**config.mk**
```make
export PLATFORM = sky130hd
export DESIGN_NAME = interval_timer_flat
export DESIGN_NICKNAME = d
export VERILOG_FILES = /design/src/include/soc_map.svh /design/src/hw/soc_pkg.sv /design/src/hw/bus_if.sv /design/src/hw/interval_timer.sv /design/src/flat_wrapper.sv
export SDC_FILE = /design/constraint.sdc
export NUM_CORES = 1
export LEC_CHECK = 0
export ABC_AREA = 1
export ABC_CLOCK_PERIOD_IN_PS = 1900
export BUFFER_PORTS_ARGS = -buffer_cell sky130_fd_sc_hd__buf_4
export CAP_MARGIN = 10
export CELL_PAD_IN_SITES_DETAIL_PLACEMENT = 0
export CELL_PAD_IN_SITES_GLOBAL_PLACEMENT = 1
export CORE_ASPECT_RATIO = 0.9
export CORE_MARGIN = 1.5
export CORE_UTILIZATION = 38
export CTS_BUF_LIST = sky130_fd_sc_hd__clkbuf_8
export CTS_CLUSTER_DIAMETER = 100
export DETAILED_ROUTE_END_ITERATION = 7
export PLACE_DENSITY_LB_ADDON = 0.1
export SYNTH_ARGS = -nofsm -noshare
export SYNTH_HDL_FRONTEND = slang
export SYNTH_SLANG_ARGS = --single-unit
```
**constraint.sdc**
```tcl
create_clock -name mem_valid -period 1.9 [get_ports mem_valid]
set_input_delay 0.095 -clock mem_valid [delete_from_list [all_inputs] [get_ports mem_valid]]
set_output_delay 0.095 -clock mem_valid [all_outputs]
set_load 0.01 [all_outputs]
```
**src/include/soc_map.svh**
```systemverilog
`ifndef SOC_MAP_SVH
`define SOC_MAP_SVH

// Lowest address bit of the region selector
`define SOC_SEL_LSB 27

// Byte addresses at the bottom of each region
`define ROM_BASE   {soc_pkg::REGION_ROM,   {`SOC_SEL_LSB{1'b0}}}
`define RAM_BASE   {soc_pkg::REGION_RAM,   {`SOC_SEL_LSB{1'b0}}}
`define TIME_ADDR  {soc_pkg::REGION_TIME,  {`SOC_SEL_LSB{1'b0}}}
`define TIMER_ADDR {soc_pkg::REGION_TIMER, {`SOC_SEL_LSB{1'b0}}}
`define PORTS_ADDR {soc_pkg::REGION_PORTS, {`SOC_SEL_LSB{1'b0}}}

`endif

```
**src/hw/soc_pkg.sv**
```systemverilog
`default_nettype none

package soc_pkg;

    // Data and address word of the memory bus
    typedef logic [31:0] word_t;

    // Byte-write mask, bit n enables byte lane n
    typedef logic [3:0] strobe_t;

    // Region selector from address bits 31 to 27
    typedef logic [4:0] region_t;

    localparam region_t REGION_ROM    = 5'h01; // Code memory
    localparam region_t REGION_RAM    = 5'h02; // Data memory
    localparam region_t REGION_TIME   = 5'h1B; // Free-running counter
    localparam region_t REGION_TIMER  = 5'h1C; // Interval timer period
    localparam region_t REGION_PORTS  = 5'h1F; // Buttons, LED and I2C lines

endpackage

`default_nettype wire

```
**src/hw/bus_if.sv**
```systemverilog
`default_nettype none

interface bus_if;
    import soc_pkg::*;

    word_t   addr;
    word_t   wdata;
    strobe_t wstrb;
    logic    write;
    logic    rom_sel;
    logic    ram_sel;
    logic    time_sel;
    logic    timer_sel;
    logic    ports_sel;

    modport master (
        output addr, wdata, wstrb, write,
        output rom_sel, ram_sel, time_sel, timer_sel, ports_sel
    );

    modport slave (
        input addr, wdata, wstrb, write,
        input rom_sel, ram_sel, time_sel, timer_sel, ports_sel
    );

endinterface

`default_nettype wire

```
**src/hw/interval_timer.sv**
```systemverilog
`default_nettype none

module interval_timer (
    input  logic            mem_valid,
    input  logic            nreset,
    bus_if.slave            bus,
    input  logic            irq_clear,
    output logic            irq,
    output soc_pkg::word_t  time_rdata
);
    import soc_pkg::*;

    word_t time_count;
    word_t period;
    word_t countdown;
    logic  timer_wr;
    logic  expire;

    assign timer_wr = bus.timer_sel && bus.write;
    assign expire   = (countdown == 32'd1) && !timer_wr; // A new period overrides expiry

    always_ff @(posedge mem_valid) begin
        if (!nreset) begin
            time_count <= '0;
        end else begin
            time_count <= time_count + 32'd1;
        end
    end

    // Reads see the count before this edge's increment
    always_ff @(posedge mem_valid) begin
        if (bus.time_sel && !bus.write) begin
            time_rdata <= time_count;
        end
    end

    always_ff @(posedge mem_valid) begin
        if (!nreset) begin
            period    <= '0;
            countdown <= '0;
        end else if (timer_wr) begin
            period    <= bus.wdata;
            countdown <= bus.wdata; // Zero stops the timer
        end else if (expire) begin
            countdown <= period;
        end else if (countdown != '0) begin
            countdown <= countdown - 32'd1;
        end
    end

    always_ff @(posedge mem_valid) begin
        if (!nreset) begin
            irq <= 1'b0;
        end else if (irq_clear) begin
            irq <= 1'b0; // Clear wins over a rise in the same cycle
        end else if (expire) begin
            irq <= 1'b1;
        end
    end

endmodule

`default_nettype wire

```
**src/flat_wrapper.sv**
```systemverilog
// flat-port wrapper written by rule: the top's interface ports become plain ports
module interval_timer_flat import soc_pkg::*;
  (mem_valid, nreset, irq_clear, irq, time_rdata, bus_addr, bus_wdata, bus_wstrb, bus_write, bus_rom_sel, bus_ram_sel, bus_time_sel, bus_timer_sel, bus_ports_sel);
  bus_if bus_i ();
  input  logic mem_valid;
  input  logic nreset;
  input  logic irq_clear;
  output logic irq;
  output soc_pkg::word_t time_rdata;
  input wire logic [$bits(bus_i.addr)-1:0] bus_addr;
  input wire logic [$bits(bus_i.wdata)-1:0] bus_wdata;
  input wire logic [$bits(bus_i.wstrb)-1:0] bus_wstrb;
  input wire logic [$bits(bus_i.write)-1:0] bus_write;
  input wire logic [$bits(bus_i.rom_sel)-1:0] bus_rom_sel;
  input wire logic [$bits(bus_i.ram_sel)-1:0] bus_ram_sel;
  input wire logic [$bits(bus_i.time_sel)-1:0] bus_time_sel;
  input wire logic [$bits(bus_i.timer_sel)-1:0] bus_timer_sel;
  input wire logic [$bits(bus_i.ports_sel)-1:0] bus_ports_sel;
  assign bus_i.addr = bus_addr;
  assign bus_i.wdata = bus_wdata;
  assign bus_i.wstrb = bus_wstrb;
  assign bus_i.write = bus_write;
  assign bus_i.rom_sel = bus_rom_sel;
  assign bus_i.ram_sel = bus_ram_sel;
  assign bus_i.time_sel = bus_time_sel;
  assign bus_i.timer_sel = bus_timer_sel;
  assign bus_i.ports_sel = bus_ports_sel;
  interval_timer u_core (.mem_valid(mem_valid), .nreset(nreset), .bus(bus_i), .irq_clear(irq_clear), .irq(irq), .time_rdata(time_rdata));
endmodule
```
==> results.md <==
- Reg area: around 2900 sq um
- Vias: around 5,900
- Tightest Pin Transition: about 0.43 ns
- Synth Cell Area: 6150 sq um
- Total GRT Usage: roughly 22%
- Final Worst Setup Slack: 0.0910 ns
- I/O pins: 110
- Max FO, Critical Path: 4
- Count of final hold-check violations: 0
- Fin crit share: 95.2%
- Core Area: 15,600 sq um
- CP Launch Type: flip-flop
- Detailed placer's ending HPWL: 12,800 microns
- Clk_lat worst skew: between 0.4 and 0.5 ns
- Arrival @ worst endpoint: 2.20 ns
- Synth Register Bits: 129
- Htree depth: 4
- Min cycle time layout: roughly 1.8 ns
- Max cap viols: 0
- Initial Utilization: 39.4%
- Worst Clk Skew: 0.00985 ns
- Final nets: 1,052
- Area delta synth->final: 29.6%
- Die area: 17,000 sq um
- Num rows: 43
- DRT iter0 DRCs: 448
- Area of the multi-input gates: ~2900 sq um
- Worst EP required: around 2.3 ns
- Syn nets: 913
- Clock sink total: 129
- Async set-reset flop share out of synthesis: 0%
- Worst Setup End Kind: flip-flop
- Die span in x: roughly 140 microns
- RePlAce Congestion: roughly 0.86
- Relative slew slack: 71.4%
- Vias per inst: 4.95
- Clock slew at reported path FFs: 0.07 ns
- Overflow after GRT: 0
- Syn Area/Cell: 7.39 sq um
- Ant. Diodes: 0
- Setup Slack @ Placement: roughly 0.10 ns
- Pin count of the biggest net entering global routing: 38
- Pleak: 3.28 nW
- First-pass detailed-route iteration total: 5
- Predominant post-synthesis flop cell: dfxtp_1
- Outcome: finished clean
- Hold_ws: 0.228 ns
- Slew Limit Fails: 0
- Peak supply drop: 0.521 mV
- Cell count after synthesis: 833
- WL final: 17,800 microns
- Root buf cell: clkbuf_8
- Tot Pwr: about 7.5 mW
- Register area share after synthesis: 47.2%
- Number of global-route vias before repair: 5,233
- First-pass GRT wire length: 28,000 microns
- Setup-failing EPs final: 0
- RSZ-0062 raised after global routing: true
- Syn. warnings: 0
- WL/cell: between 15 and 20 microns
- Residual DRC: 0
- Clock Path Buffers: 2
- Worst hold path class: primary input to flip-flop
- Layout cells sized above 1: between 15 and 20%
- Pwr Density: approximately 940 nW/um^2
- Critical path class: flip-flop to flip-flop
- Maximum clock rate: around 550 MHz
- Post-synth EDFFs: 32
- CTS buffer count: 17
- DIE HEIGHT: roughly 120 microns
- Synth cell types: 34
- Layout fillers: 1,575
- Initial antenna violation count: 0
- CTS tree: done
- # port buffers: 70
- Final ANT Viol Nets: 0
cells in the mapped netlist (all sizes together) (13+ instances only):
cell / count / share of area (%)
clkbuf: 13 / 0.79
a21oi: 86 / 7.0
a21boi: 15 / 1.8
nand4: 16 / 1.6
nand3: 45 / 3.7
edfxtp: 32 / 16
dfxtp: 97 / 32
o21ai: 23 / 1.9
nand2: 262 / 16
inv: 70 / 4.3
nor2: 109 / 7.9
nor3: 18 / 1.6
power breakdown:
part / switching [mW] / internal (mW) / leakage [nW]
sequential: 0.139 / 2.97 / 1.11
clock: 1.10 / 1.31 / 0.216
combinational: 1.21 / 0.746 / 1.95
kinds of logic (layout without fill, tap and decap cells):
logic type	count (synthesis)	in the layout	share of synthesized area, %
buffers and inverters	94	246	6.28
AND/OR/NAND/NOR	466	466	32.9
flip-flops	129	129	47.2
AO/OA/AOI/OAI	127	127	11.1
XOR/XNOR	14	14	1.99
adder cells (fa/ha/maj)	3	3	0.610
path summary, 6_finish.rpt:
path,start,slack [ns],cells past startpoint,end
worst max-delay path,u_core.time_count[1],0.09,10,u_core.time_count[30]
worst min-delay path,bus_write,0.23,3,u_core.time_rdata[14]
worst max register to register,u_core.time_count[1],0.09,10,u_core.time_count[30]
worst min register to register,u_core.time_count[7],0.45,0,u_core.time_rdata[7]
metal layers:
metal / GRT usage (%) / part of all wire [%] / vias up
met5: 0 / 0 / -
met4: 6.58 / 1.3 / 0
met3: 4.44 / 5.8 / 17
met2: 28.3 / 38 / 162
met1: 35.5 / 55 / 2704
li1: - / - / 2996
what timing repair did:
item,in CTS,in global routing
endpoints found under the setup margin,0,34
gates resized for setup,0,17
setup buffers,0,5
endpoints found under the hold margin,58,0
hold buffers,34,0
critical path, cell delays in order (launching register included):
cell,delay (ns)
dfxtp_1,0.39
ha_1,0.19
nand2_1,0.08
nor2_1,0.10
inv_1,0.06
nor2_2,0.14
nand2_1,0.13
nor2_2,0.19
nand2_1,0.12
or2_0,0.21
a21oi_1,0.13
registers in the layout, indices dropped and copies added (netlist names):
register	cells
u_core.countdown	32
u_core.irq	1
u_core.period	32
u_core.time_count	32
u_core.time_rdata	32
layout make-up:
cell class	count	area share, %
inverters	70	3.29
clock buffers	18	3.10
flip-flops and latches	129	36.4
multi-input cells	610	36.7
clock inverters	14	1.90
repair buffers	144	15.5
well taps	202	3.17
placed cells by master (no fill, tap or decap), types with 5 or more instances in the layout:
cell type      count
clkbuf_8          18
nand2_1          255
edfxtp_1          32
xor2_1             8
nor2_4             7
nor2_2            16
nor3_1            15
o21ai_0           23
nand3b_1           7
inv_1             72
nand2_2            5
nand4_1           16
dfxtp_1           96
nand3_1           45
xnor2_1            6
dlygate4sd3_1     34
nor2_1            85
buf_4            105
a21boi_0          12
a21oi_1           86
through the flow:
stage | setup TNS (ns) | area (sq um) | util, % | cells
6_report | 0 | 7980 | 51.1 | 1187
5_1_grt | -0.0119 | 7980 | 51.1 | 1187
4_1_cts | 0 | 7860 | 50.4 | 1181
3_5_place_dp | 0 | 7120 | 45.6 | 1115
3_3_place_gp | 0 | 7120 | 45.6 | 1115
2_1_floorplan | 0 | 6160 | - | 833
No activity file was read; power rests on OpenSTA's default activity.
