$ cat src/include/soc_map.svh
`ifndef SOC_MAP_SVH
`define SOC_MAP_SVH

// Lowest address bit of the region selector
`define SOC_SEL_LSB 27

// Byte addresses at the bottom of each region
`define ROM_BASE   {soc_pkg::REGION_ROM,   {`SOC_SEL_LSB{1'b0}}}
`define RAM_BASE   {soc_pkg::REGION_RAM,   {`SOC_SEL_LSB{1'b0}}}
`define TIME_ADDR  {soc_pkg::REGION_TIME,  {`SOC_SEL_LSB{1'b0}}}
`define TIMER_ADDR {soc_pkg::REGION_TIMER, {`SOC_SEL_LSB{1'b0}}}
`define PORTS_ADDR {soc_pkg::REGION_PORTS, {`SOC_SEL_LSB{1'b0}}}

`endif

$ cat src/hw/soc_pkg.sv
`default_nettype none

package soc_pkg;

    // Data and address word of the memory bus
    typedef logic [31:0] word_t;

    // Byte-write mask, bit n enables byte lane n
    typedef logic [3:0] strobe_t;

    // Region selector from address bits 31 to 27
    typedef logic [4:0] region_t;

    localparam region_t REGION_ROM    = 5'h01; // Code memory
    localparam region_t REGION_RAM    = 5'h02; // Data memory
    localparam region_t REGION_TIME   = 5'h1B; // Free-running counter
    localparam region_t REGION_TIMER  = 5'h1C; // Interval timer period
    localparam region_t REGION_PORTS  = 5'h1F; // Buttons, LED and I2C lines

endpackage

`default_nettype wire

$ cat src/hw/bus_if.sv
`default_nettype none

interface bus_if;
    import soc_pkg::*;

    word_t   addr;
    word_t   wdata;
    strobe_t wstrb;
    logic    write;
    logic    rom_sel;
    logic    ram_sel;
    logic    time_sel;
    logic    timer_sel;
    logic    ports_sel;

    modport master (
        output addr, wdata, wstrb, write,
        output rom_sel, ram_sel, time_sel, timer_sel, ports_sel
    );

    modport slave (
        input addr, wdata, wstrb, write,
        input rom_sel, ram_sel, time_sel, timer_sel, ports_sel
    );

endinterface

`default_nettype wire

$ cat src/hw/port_regs.sv
`default_nettype none

module port_regs (
    input  logic            mem_valid,
    input  logic            nreset,
    bus_if.slave            bus,
    input  logic [4:0]      buttons,
    input  logic            scl_in,
    input  logic            sda_in,
    output logic            led,
    output logic            scl,
    output logic            sda,
    output soc_pkg::word_t  rdata
);

    logic port_wr;
    logic port_rd;

    assign port_wr = bus.ports_sel && bus.write && bus.wstrb[0];
    assign port_rd = bus.ports_sel && !bus.write;

    always_ff @(posedge mem_valid) begin
        if (!nreset) begin
            led <= 1'b1;
            scl <= 1'b1; // I2C lines idle high
            sda <= 1'b1;
        end else if (port_wr) begin
            {led, scl, sda} <= bus.wdata[2:0];
        end
    end

    always_ff @(posedge mem_valid) begin
        if (port_rd) begin
            rdata <= {25'd0, buttons, scl_in, sda_in};
        end
    end

endmodule

`default_nettype wire

$ cat src/flat_wrapper.sv
// flat-port wrapper written by rule: the top's interface ports become plain ports
module port_regs_flat 
  (mem_valid, nreset, buttons, scl_in, sda_in, led, scl, sda, rdata, bus_addr, bus_wdata, bus_wstrb, bus_write, bus_rom_sel, bus_ram_sel, bus_time_sel, bus_timer_sel, bus_ports_sel);
  bus_if bus_i ();
  input  logic mem_valid;
  input  logic nreset;
  input  logic [4:0] buttons;
  input  logic scl_in;
  input  logic sda_in;
  output logic led;
  output logic scl;
  output logic sda;
  output soc_pkg::word_t rdata;
  input wire logic [$bits(bus_i.addr)-1:0] bus_addr;
  input wire logic [$bits(bus_i.wdata)-1:0] bus_wdata;
  input wire logic [$bits(bus_i.wstrb)-1:0] bus_wstrb;
  input wire logic [$bits(bus_i.write)-1:0] bus_write;
  input wire logic [$bits(bus_i.rom_sel)-1:0] bus_rom_sel;
  input wire logic [$bits(bus_i.ram_sel)-1:0] bus_ram_sel;
  input wire logic [$bits(bus_i.time_sel)-1:0] bus_time_sel;
  input wire logic [$bits(bus_i.timer_sel)-1:0] bus_timer_sel;
  input wire logic [$bits(bus_i.ports_sel)-1:0] bus_ports_sel;
  assign bus_i.addr = bus_addr;
  assign bus_i.wdata = bus_wdata;
  assign bus_i.wstrb = bus_wstrb;
  assign bus_i.write = bus_write;
  assign bus_i.rom_sel = bus_rom_sel;
  assign bus_i.ram_sel = bus_ram_sel;
  assign bus_i.time_sel = bus_time_sel;
  assign bus_i.timer_sel = bus_timer_sel;
  assign bus_i.ports_sel = bus_ports_sel;
  port_regs u_core (.mem_valid(mem_valid), .nreset(nreset), .bus(bus_i), .buttons(buttons), .scl_in(scl_in), .sda_in(sda_in), .led(led), .scl(scl), .sda(sda), .rdata(rdata));
endmodule
$ cat config.mk
export PLATFORM = sky130hd
export DESIGN_NAME = port_regs_flat
export DESIGN_NICKNAME = d
export VERILOG_FILES = /design/src/include/soc_map.svh /design/src/hw/soc_pkg.sv /design/src/hw/bus_if.sv /design/src/hw/port_regs.sv /design/src/flat_wrapper.sv
export SDC_FILE = /design/constraint.sdc
export NUM_CORES = 1
export LEC_CHECK = 0
export ABC_AREA = 1
export BUFFER_PORTS_ARGS = -buffer_cell sky130_fd_sc_hd__buf_2
export CAP_MARGIN = 30
export CORE_ASPECT_RATIO = 1.1
export CORE_MARGIN = 5
export CORE_UTILIZATION = 20
export DETAILED_ROUTE_END_ITERATION = 10
export PLACE_DENSITY = 0.8
export SLEW_MARGIN = 20
export SYNTH_ARGS = -nofsm -noshare
export SYNTH_HDL_FRONTEND = slang
export SYNTH_SLANG_ARGS = --single-unit
$ cat constraint.sdc
create_clock -name mem_valid -period 0.9 [get_ports mem_valid]
set_clock_uncertainty 0.05 [all_clocks]
set_input_delay 0.09 -clock mem_valid [delete_from_list [all_inputs] [get_ports mem_valid]]
set_output_delay 0.09 -clock mem_valid [all_outputs]
set_load 0.005 [all_outputs]
==> implementation parameters <==
Parameter                              Value

Layout
  N_diodes    0
  Cell area after layout    724 um2
  Area delta synth->final    38.2%
  Share of post-route cells with drive strength above 1    37.2%
  End-of-flow core utilization    29.0%
  Final standard cell count with taps included and fillers excluded    117
  Fin nets    170

Worst setup path
  Series of cell instances along the critical path    buf_2
  Critical Setup Path Class    reg2out
  Buffer and inverter count on the worst path    1
  CP max stage delay    0.38 ns
  Critical Path Fanout Max    1
  Crit. End Element    primary output
  Critical path data arrival time    0.78 ns
  Slowest library cell on the worst path    sky130_fd_sc_hd__edfxtp_1
  Setup crit start kind    flip-flop
  Crit path required time    0.76 ns
  Gate family responsible for the most delay along the worst path    flip-flops
  Worst reg2reg startpoint    u_core.sda$_SDFFE_PN1P_
  Critical path startpoint    u_core.rdata[3]$_DFFE_PP_

Min path
  Startpoint of the worst hold path    bus_wdata[0]
  Path class of the lowest-slack min-delay path    in2reg

Drt
  Iteration-0 DRC count of the detailed router    10
  Post-DR vias/cell    3.45
  Post-DRT Antenna Nets    0
  Routed length per placed instance    10.0 um
  Pre-antenna DRT Iters    2
  Total DRC errors in the routed layout    0
  Total wire length after detailed routing    1170 um
  Vias after detailed routing    404

Yosys
  Yosys warns    0
  Number of synthesized register bits    10
  Post-synthesis instance area    524 um2
  Post-synthesis instance total    48
  Share of synthesized area occupied by flip-flops and latches    51.6%
  Unique cell type count in the Yosys netlist    10
  Syn_area_per_cell    10.9 um2

Floorplanning
  Number of placement rows    19
  Y dimension of the die    63.7 um
  Initial Util    21.0%
  Die W    58.8 um
  Count of pins on the block boundary    118
  Die Area    0.00375 mm2
  Area of the core    0.00250 mm2

Clock network
  Root cell of the clock tree    sky130_fd_sc_hd__clkbuf_4
  TritonCTS clock tree    built
  Cts bufs inserted    3
  Maximum clock insertion buffer count    2
  Buffers inserted by post-CTS timing repair    0
  Clock latency at the later pin of the worst-skew pair    0.26 ns
  Clk pin slew, worst setup/hold paths    0.06 ns
  Number of H-tree levels    1
  Clock Sink Count    10

Global route
  Total global-route track usage    6.19%
  First-pass GRT wire length    1650 um
  GRT overflow    0
  Global Route met1 Usage    5.67%
  Met3 demand-to-capacity share in global routing    2.04%
  Number of antenna violations at the first check in global routing    0
  Met2 usage    10.6%
  Vias in the first global route    403
  Busiest layer in global routing    met2
  Maximum number of pins on one net before global-route repair    8

Timing
  Post-route setup TNS    -0.0190 ns
  Unrepaired setup endpoints after global routing    yes
  Slew Limit Fails    0
  Period utilization    102%
  Final Hold Vio Count    0
  Fmax    1.09 GHz
  Min Tclk post-route    0.919 ns
  Endpoints failing setup    1
  Worst-case setup margin in the final layout    -0.0190 ns

Place
  Number of buffers added on ports    24
  Routability cong.    0.698
  Placed Area    608 um2
  HPWL reported at the end of detailed placement    956 um
  Placed Cells incl. Taps    105

Pwr
  Total leakage power    0.000363 uW
  Power after layout    1070 uW
  Total power density per cell area    1480 mW/mm2
  IR Drop Worst-Case VDD    0.615 mV

Flow run
  Max-Cap Viols    0

Outcome
  Failing checks    negative setup slack
  Result of the run    complete, but fails checks
==> path summary, 6_finish.rpt <==
| path | slack [ns] | cells past startpoint | endpoint |
|---|---|---|---|
| worst max register to register | 0.28 | 2 | u_core.sda$_SDFFE_PN1P_ |
| worst min-delay path | 0.04 | 3 | u_core.sda$_SDFFE_PN1P_ |
| worst max-delay path | -0.02 | 1 | rdata[3] |
| worst min register to register | 0.43 | 2 | u_core.led$_SDFFE_PN1P_ |
==> timing repair <==
action,in CTS,in global routing
setup endpoints to repair,4,7
endpoints found under the hold margin,9,0
resized for setup,0,0
hold buffers,8,0
==> cell usage after synthesis <==
| cell type | number | area (um2) |
|---|---|---|
| sky130_fd_sc_hd__edfxtp_1 | 7 | 210 |
| sky130_fd_sc_hd__nand3_1 | 3 | 15.0 |
| sky130_fd_sc_hd__nand3_2 | 1 | 10.0 |
| sky130_fd_sc_hd__nand2_1 | 3 | 11.3 |
| sky130_fd_sc_hd__nor2_1 | 1 | 3.75 |
| sky130_fd_sc_hd__nand4_1 | 3 | 18.8 |
| sky130_fd_sc_hd__inv_1 | 1 | 3.75 |
| sky130_fd_sc_hd__dfxtp_1 | 3 | 60.1 |
| sky130_fd_sc_hd__buf_4 | 25 | 188 |
| sky130_fd_sc_hd__conb_1 | 1 | 3.75 |
==> logic make-up after synthesis <==
| logic type | Yosys count | share of synthesized area (%) |
|---|---|---|
| buffers and inverters | 26 | 36.5 |
| flip-flops | 10 | 51.6 |
| other | 1 | 0.715 |
| AND/OR/NAND/NOR | 11 | 11.2 |
==> layer usage <==
layer / wire length, um / share of wire (%)
met1: 406 / 35
met2: 506 / 43
met3: 244 / 21
met4: 15 / 1.3
met5: 0 / 0
==> where the power goes <==
| part | leakage (uW) | switching [uW] | internal (uW) |
|---|---|---|---|
| sequential | 0.0000904 | 8.11 | 523 |
| clock | 0.0000210 | 143 | 245 |
| combinational | 0.000252 | 77.9 | 77.0 |
| total | 0.000363 | 229 | 845 |
==> stage by stage <==
stage,setup slack [ns],hold slack (ns)
2_1_floorplan,0.0521,0.125
3_3_place_gp,0.0957,0.217
3_5_place_dp,0.0929,0.218
4_1_cts,-0.0353,0.0299
5_1_grt,-0.0697,0.0490
6_report,-0.0190,0.0367
==> sequential cells by signal (all words and copies together) (netlist names) <==
| register | cells |
|---|---|
| u_core.scl | 1 |
| u_core.rdata | 7 |
| u_core.led | 1 |
| u_core.sda | 1 |
==> placed cells by master (no fill, tap or decap) <==
master	n
sky130_fd_sc_hd__buf_2	24
sky130_fd_sc_hd__nand3_2	1
sky130_fd_sc_hd__dlygate4sd3_1	8
sky130_fd_sc_hd__nand4_1	3
sky130_fd_sc_hd__nand3_1	3
sky130_fd_sc_hd__dfxtp_1	3
sky130_fd_sc_hd__edfxtp_1	7
sky130_fd_sc_hd__conb_1	25
sky130_fd_sc_hd__buf_4	3
sky130_fd_sc_hd__nor2_1	1
sky130_fd_sc_hd__inv_1	1
sky130_fd_sc_hd__clkbuf_8	1
sky130_fd_sc_hd__clkbuf_4	3
sky130_fd_sc_hd__nand2_1	3
==> final cells by class <==
type | count | area (um2)
Clock buffer | 4 | 36.3
Timing Repair Buffer | 35 | 223
Fill cell | 258 | 1770
Tap cell | 31 | 38.8
Sequential cell | 10 | 270
Inverter | 1 | 3.75
Multi-Input combinational cell | 36 | 153
Note: power is estimated with default switching activity, not from simulation.
