===== config.mk =====
export PLATFORM = sky130hd
export DESIGN_NAME = bus_decoder_flat
export DESIGN_NICKNAME = d
export VERILOG_FILES = /design/src/hw/soc_pkg.sv /design/src/hw/bus_if.sv /design/src/hw/bus_decoder.sv /design/src/flat_wrapper.sv
export VERILOG_INCLUDE_DIRS = /design/src /design/src/include
export SDC_FILE = /design/constraint.sdc
export NUM_CORES = 1
export LEC_CHECK = 0
export BUFFER_PORTS_ARGS = -buffer_cell sky130_fd_sc_hd__buf_2
export CAP_MARGIN = 20
export CORE_AREA = 2 2 119 121
export CTS_CLUSTER_SIZE = 25
export DETAILED_ROUTE_END_ITERATION = 6
export DIE_AREA = 0 0 121 123
export PLACE_DENSITY_LB_ADDON = 0.05
export REMOVE_ABC_BUFFERS = 1
export SETUP_SLACK_MARGIN = 0.3
export SLEW_MARGIN = 5
export SYNTH_ARGS = -nofsm -noshare
export SYNTH_HDL_FRONTEND = slang
export SYNTH_SLANG_ARGS = --single-unit

===== constraint.sdc =====
create_clock -name mem_valid -period 2.3 [get_ports mem_valid]
set_input_delay 0.23 -clock mem_valid [delete_from_list [all_inputs] [get_ports mem_valid]]
set_output_delay 0.23 -clock mem_valid [all_outputs]
set_load 0.02 [all_outputs]

===== src/include/soc_map.svh =====
`ifndef SOC_MAP_SVH
`define SOC_MAP_SVH

// Lowest address bit of the region selector
`define SOC_SEL_LSB 27

// Byte addresses at the bottom of each region
`define ROM_BASE   {soc_pkg::REGION_ROM,   {`SOC_SEL_LSB{1'b0}}}
`define RAM_BASE   {soc_pkg::REGION_RAM,   {`SOC_SEL_LSB{1'b0}}}
`define TIME_ADDR  {soc_pkg::REGION_TIME,  {`SOC_SEL_LSB{1'b0}}}
`define TIMER_ADDR {soc_pkg::REGION_TIMER, {`SOC_SEL_LSB{1'b0}}}
`define PORTS_ADDR {soc_pkg::REGION_PORTS, {`SOC_SEL_LSB{1'b0}}}

`endif


===== src/hw/soc_pkg.sv =====
`default_nettype none

package soc_pkg;

    // Data and address word of the memory bus
    typedef logic [31:0] word_t;

    // Byte-write mask, bit n enables byte lane n
    typedef logic [3:0] strobe_t;

    // Region selector from address bits 31 to 27
    typedef logic [4:0] region_t;

    localparam region_t REGION_ROM    = 5'h01; // Code memory
    localparam region_t REGION_RAM    = 5'h02; // Data memory
    localparam region_t REGION_TIME   = 5'h1B; // Free-running counter
    localparam region_t REGION_TIMER  = 5'h1C; // Interval timer period
    localparam region_t REGION_PORTS  = 5'h1F; // Buttons, LED and I2C lines

endpackage

`default_nettype wire


===== src/hw/bus_if.sv =====
`default_nettype none

interface bus_if;
    import soc_pkg::*;

    word_t   addr;
    word_t   wdata;
    strobe_t wstrb;
    logic    write;
    logic    rom_sel;
    logic    ram_sel;
    logic    time_sel;
    logic    timer_sel;
    logic    ports_sel;

    modport master (
        output addr, wdata, wstrb, write,
        output rom_sel, ram_sel, time_sel, timer_sel, ports_sel
    );

    modport slave (
        input addr, wdata, wstrb, write,
        input rom_sel, ram_sel, time_sel, timer_sel, ports_sel
    );

endinterface

`default_nettype wire


===== src/hw/bus_decoder.sv =====
`default_nettype none

`include "soc_map.svh"

module bus_decoder (
    input  logic              mem_valid,
    input  logic              nreset,
    input  logic              mem_req,
    input  soc_pkg::word_t    mem_addr,
    input  soc_pkg::word_t    mem_wdata,
    input  soc_pkg::strobe_t  mem_wstrb,
    input  soc_pkg::word_t    rom_rdata,
    input  soc_pkg::word_t    ram_rdata,
    input  soc_pkg::word_t    time_rdata,
    input  soc_pkg::word_t    ports_rdata,
    output logic              mem_ready,
    output soc_pkg::word_t    mem_rdata,
    bus_if.master             bus
);
    import soc_pkg::*;

    region_t region;
    region_t region_q; // Region of the request being answered
    logic    mapped;

    assign region = mem_addr[31:`SOC_SEL_LSB];
    assign mapped = region inside {REGION_ROM, REGION_RAM, REGION_TIME,
                                   REGION_TIMER, REGION_PORTS};

    assign bus.addr  = mem_addr;
    assign bus.wdata = mem_wdata;
    assign bus.wstrb = mem_wstrb;
    assign bus.write = |mem_wstrb; // Any strobe bit makes it a write

    assign bus.rom_sel   = mem_req && (region == REGION_ROM);
    assign bus.ram_sel   = mem_req && (region == REGION_RAM);
    assign bus.time_sel  = mem_req && (region == REGION_TIME);
    assign bus.timer_sel = mem_req && (region == REGION_TIMER);
    assign bus.ports_sel = mem_req && (region == REGION_PORTS);

    always_ff @(posedge mem_valid) begin
        if (!nreset) begin
            mem_ready <= 1'b0;
            region_q  <= '0;
        end else begin
            mem_ready <= mem_req && mapped; // Unmapped requests are never acknowledged
            if (mem_req) begin
                region_q <= region;
            end
        end
    end

    // The slaves registered their words at the request edge
    always_comb begin
        case (region_q)
            REGION_ROM:   mem_rdata = rom_rdata;
            REGION_RAM:   mem_rdata = ram_rdata;
            REGION_TIME:  mem_rdata = time_rdata;
            REGION_PORTS: mem_rdata = ports_rdata;
            default:      mem_rdata = '0; // Timer period is write only
        endcase
    end

endmodule

`default_nettype wire


===== src/flat_wrapper.sv =====
// flat-port wrapper written by rule: the top's interface ports become plain ports
module bus_decoder_flat import soc_pkg::*;
  (mem_valid, nreset, mem_req, mem_addr, mem_wdata, mem_wstrb, rom_rdata, ram_rdata, time_rdata, ports_rdata, mem_ready, mem_rdata, bus_addr, bus_wdata, bus_wstrb, bus_write, bus_rom_sel, bus_ram_sel, bus_time_sel, bus_timer_sel, bus_ports_sel);
  bus_if bus_i ();
  input  logic mem_valid;
  input  logic nreset;
  input  logic mem_req;
  input  soc_pkg::word_t mem_addr;
  input  soc_pkg::word_t mem_wdata;
  input  soc_pkg::strobe_t mem_wstrb;
  input  soc_pkg::word_t rom_rdata;
  input  soc_pkg::word_t ram_rdata;
  input  soc_pkg::word_t time_rdata;
  input  soc_pkg::word_t ports_rdata;
  output logic mem_ready;
  output soc_pkg::word_t mem_rdata;
  output wire logic [$bits(bus_i.addr)-1:0] bus_addr;
  output wire logic [$bits(bus_i.wdata)-1:0] bus_wdata;
  output wire logic [$bits(bus_i.wstrb)-1:0] bus_wstrb;
  output wire logic [$bits(bus_i.write)-1:0] bus_write;
  output wire logic [$bits(bus_i.rom_sel)-1:0] bus_rom_sel;
  output wire logic [$bits(bus_i.ram_sel)-1:0] bus_ram_sel;
  output wire logic [$bits(bus_i.time_sel)-1:0] bus_time_sel;
  output wire logic [$bits(bus_i.timer_sel)-1:0] bus_timer_sel;
  output wire logic [$bits(bus_i.ports_sel)-1:0] bus_ports_sel;
  assign bus_addr = bus_i.addr;
  assign bus_wdata = bus_i.wdata;
  assign bus_wstrb = bus_i.wstrb;
  assign bus_write = bus_i.write;
  assign bus_rom_sel = bus_i.rom_sel;
  assign bus_ram_sel = bus_i.ram_sel;
  assign bus_time_sel = bus_i.time_sel;
  assign bus_timer_sel = bus_i.timer_sel;
  assign bus_ports_sel = bus_i.ports_sel;
  bus_decoder u_core (.mem_valid(mem_valid), .nreset(nreset), .mem_req(mem_req), .mem_addr(mem_addr), .mem_wdata(mem_wdata), .mem_wstrb(mem_wstrb), .rom_rdata(rom_rdata), .ram_rdata(ram_rdata), .time_rdata(time_rdata), .ports_rdata(ports_rdata), .mem_ready(mem_ready), .mem_rdata(mem_rdata), .bus(bus_i));
endmodule

==> flow_summary_export.csv <==
group,metric,value,unit
clock_tree,ctsRootBufferMaster,"clkbuf_16",
synth,synth-simple-area-share,17.5,%
sta,finalSetupViolCount,0,
sta,fmax,469,MHz
sta,final.setup.tns,0,ps
floorplan,dieArea,14900,um2
floorplan,core,13600,um2
floorplan,die_h,123,um
detailed_routing,routedWlPerCell,26.1,um
setup_path,crit_chain,"buf_6 > or4b_4 > buf_6 > o32ai_2 > a221o_1 > buf_6",
synth,synth.distinct_cells,25,
setup_path,end_kind,"output pin",
setup_path,critPathRequiredTime,2070,ps
synth,yosys_most_used_dff,"dfxtp_1",
final_layout,drive_above_1_share,67.2,%
floorplan,std_cell_rows,43,
setup_path,critPathKind,"flop to output pin",
setup_path,critPathArrivalTime,1900,ps
sta,hold_viol_final,0,
clock_tree,cts_tree,"done",
sta,maxSlewHeadroom,69.3,%
min_path,min-delay-path-class,"primary input to flop",
synth,synth_area_leader_cell,"buf_4",
setup_path,crit_path_max_fanout,4,
final_layout,fin_area,3200,um2
synth,synth_compound_area_share,38.9,%
detailed_routing,vias,2538,
synth,synth-async-reset-ratio,0,%
clock_tree,cts_buffers,3,
sta,tightest_slew,461,ps
run_status,status,"finished clean",
synth,synth_common_cells,"buf_4, a221o_1, inv_1, nand3b_1, o32ai_2",
global_route,grt_overflow_total,0,
synth,synth-edff-count,0,
detailed_routing,wl,14400,um
clock_tree,holdBufCountCts,0,
detailed_routing,antenna_left,0,
detailed_routing,drc,0,
final_layout,syn_to_final_growth,48.6,%
final_layout,fill_cells,1547,
final_layout,layout.nets,573,
place,port_buffers,187,
power,peakVddDrop,0.000298,V
floorplan,io_pins,306,
global_route,grt_pass1_wl,19300,um
synth,synthCells,255,
global_route,grt_max_degree,35,
floorplan,initial_utilization,15.8,%
place,pre_cts_ws,164,ps
power,clkPwrFrac,31.9,%
clock_tree,cts_htree_levels,1,
synth,synth.most_common_cell,"buf_4",
power,p_switching,312,uW
detailed_routing,first_iter_violations,129,
synth,yosys-top-cells-area,"buf_4, o32ai_2, a221o_1",
power,p_sw_share,34.9,%
clock_tree,clk_latency,230,ps
global_route,grt_pass1_vias,2543,
sta,finalMaxSlewViolations,0,
job,cap_violations,0,
sta,fin_crit_sh,92.8,%
setup_path,cp_common_cell,"buf_6",
power,power_per_cell_area,279,nW/um2
setup_path,max_stage_delay,530,ps
floorplan,die_w,121,um
power,seq_power_share,13.4,%
setup_path,cp_slowest_cell,"or4b_4",
detailed_routing,avgViaCountPerCell,4.60,
synth,synthXorXnorAreaFrac,0,%
clock_tree,clkTransAtPathRegs,30,ps
synth,synth_top_family_by_area,"compound AO/OA/AOI/OAI gates",
detailed_routing,dr.pass1.iters,4,
synth,synth.area.mux_share,2.33,%
clock_tree,cts_sinks,6,
power,power_leakage,0.00147,uW
place,place_area,2750,um2
synth,synth_area,2150,um2
power,pwr-share-comb,54.7,%
final_layout,antenna_cells,0,
clock_tree,cts.path.max_buffers,2,
place,globalplace.congestion,0.716,
synth,synth_top_area_share,23.7,%
synth,ys_seq_area_share,5.58,%
synth,synth_seq_cells,6,
global_route,antenna_found_initial,0,
sta,grt_setup_unrepaired,"yes",
synth,synthAdderAreaFrac,0,%
sta,period_minus_slack,2130,ps
synth,synth.avg_cell_area,8.43,um2
sta,fin_skew,0,ps
synth,yosys_warnings,0,
sta,worst_slack,166,ps
power,intPower,581,uW
place,dp_hpwl,10900,um
setup_path,startpoint_type,"flop",
global_route,grt_usage,18.2,%
[power by group through the flow]
stage,Combinational (uW),Clock [uW],Sequential (uW)
floorplan,168,0,137
global placement,419,0,118
detailed placement,420,0,117
CTS,488,291,120
global route,527,299,121
finish,488,285,119
[cells by family after synthesis]
kind of cell,Yosys count
and+or+nand+nor,54
muxes,5
AOI/OAI and AO/OA,65
DFF,6
buffers and inverters,125
[routing by layer]
metal	track usage, %	part of all wire [%]
met5	11.5	1.1
met4	1.31	0.60
met3	15.5	20
met2	24.2	39
met1	22.0	40
[registers in the layout, summed over array words and instances (netlist names)]
register / flops
u_core.region_q: 5
u_core.mem_ready: 1
[critical path, delay by kind of cell (launching register included)]
kind | cells | cell delay [ps]
AOI/OAI and AO/OA | 2 | 410
buffers and inverters | 3 | 410
DFF | 1 | 330
and+or+nand+nor | 1 | 530
[final cells by class]
| cell class | count | area, um2 | share of cell area, % |
|---|---|---|---|
| Multi-Input combinational cell | 125 | 1350 | 42.1 |
| Sequential cell | 6 | 129 | 4.03 |
| Clock buffer | 3 | 75.1 | 2.35 |
| Inverter | 32 | 120 | 3.76 |
| Tap cell | 180 | 225 | 7.05 |
| Timing Repair Buffer | 206 | 1300 | 40.7 |
[path summary, 6_finish.rpt]
kind / from / to / slack (ps) / cells after the start
max: u_core.region_q[0] / mem_rdata[4] / 170 / 6
min: nreset / u_core.region_q[2] / 320 / 2
max reg2reg: u_core.region_q[3] / u_core.region_q[3] / 1240 / 3
min reg2reg: u_core.region_q[2] / u_core.region_q[2] / 580 / 2
[placed cells by master, fill, tap and decap left out]
cell	instances
or4b_4	2
buf_6	26
nor2_1	2
nand3b_1	32
nor3_1	2
mux2i_1	5
clkbuf_16	3
buf_4	22
or4_1	1
o41a_1	1
o32ai_4	3
buf_16	1
or4b_1	1
nand3_2	1
o32ai_2	28
dfxtp_1	1
dfxtp_2	4
nor3b_1	2
nor4_4	1
nor2b_1	5
nand4_1	1
inv_1	32
nand3_1	1
nand2b_1	1
dfxtp_4	1
nor2_4	1
buf_12	2
nand2_1	2
a221o_1	32
buf_2	155
o32ai_1	1
[repair_timing]
| action | in CTS | in global routing |
|---|---|---|
| gates cloned | 2 | 0 |
| buffers inserted | 7 | 1 |
| endpoints found under the setup margin | 32 | 32 |
| gates resized for setup | 63 | 8 |
| pin swaps | 3 | 1 |
[through the flow]
stage,power (uW),utilization (%),hold WS [ps],instances
after floorplan,305,-,358,162
after global placement,537,20.2,460,539
after detailed placement,538,20.2,460,539
after CTS,899,23.2,315,551
after global routing,947,23.5,319,552
final,892,23.5,315,552
No activity file was read; power rests on OpenSTA's default activity.
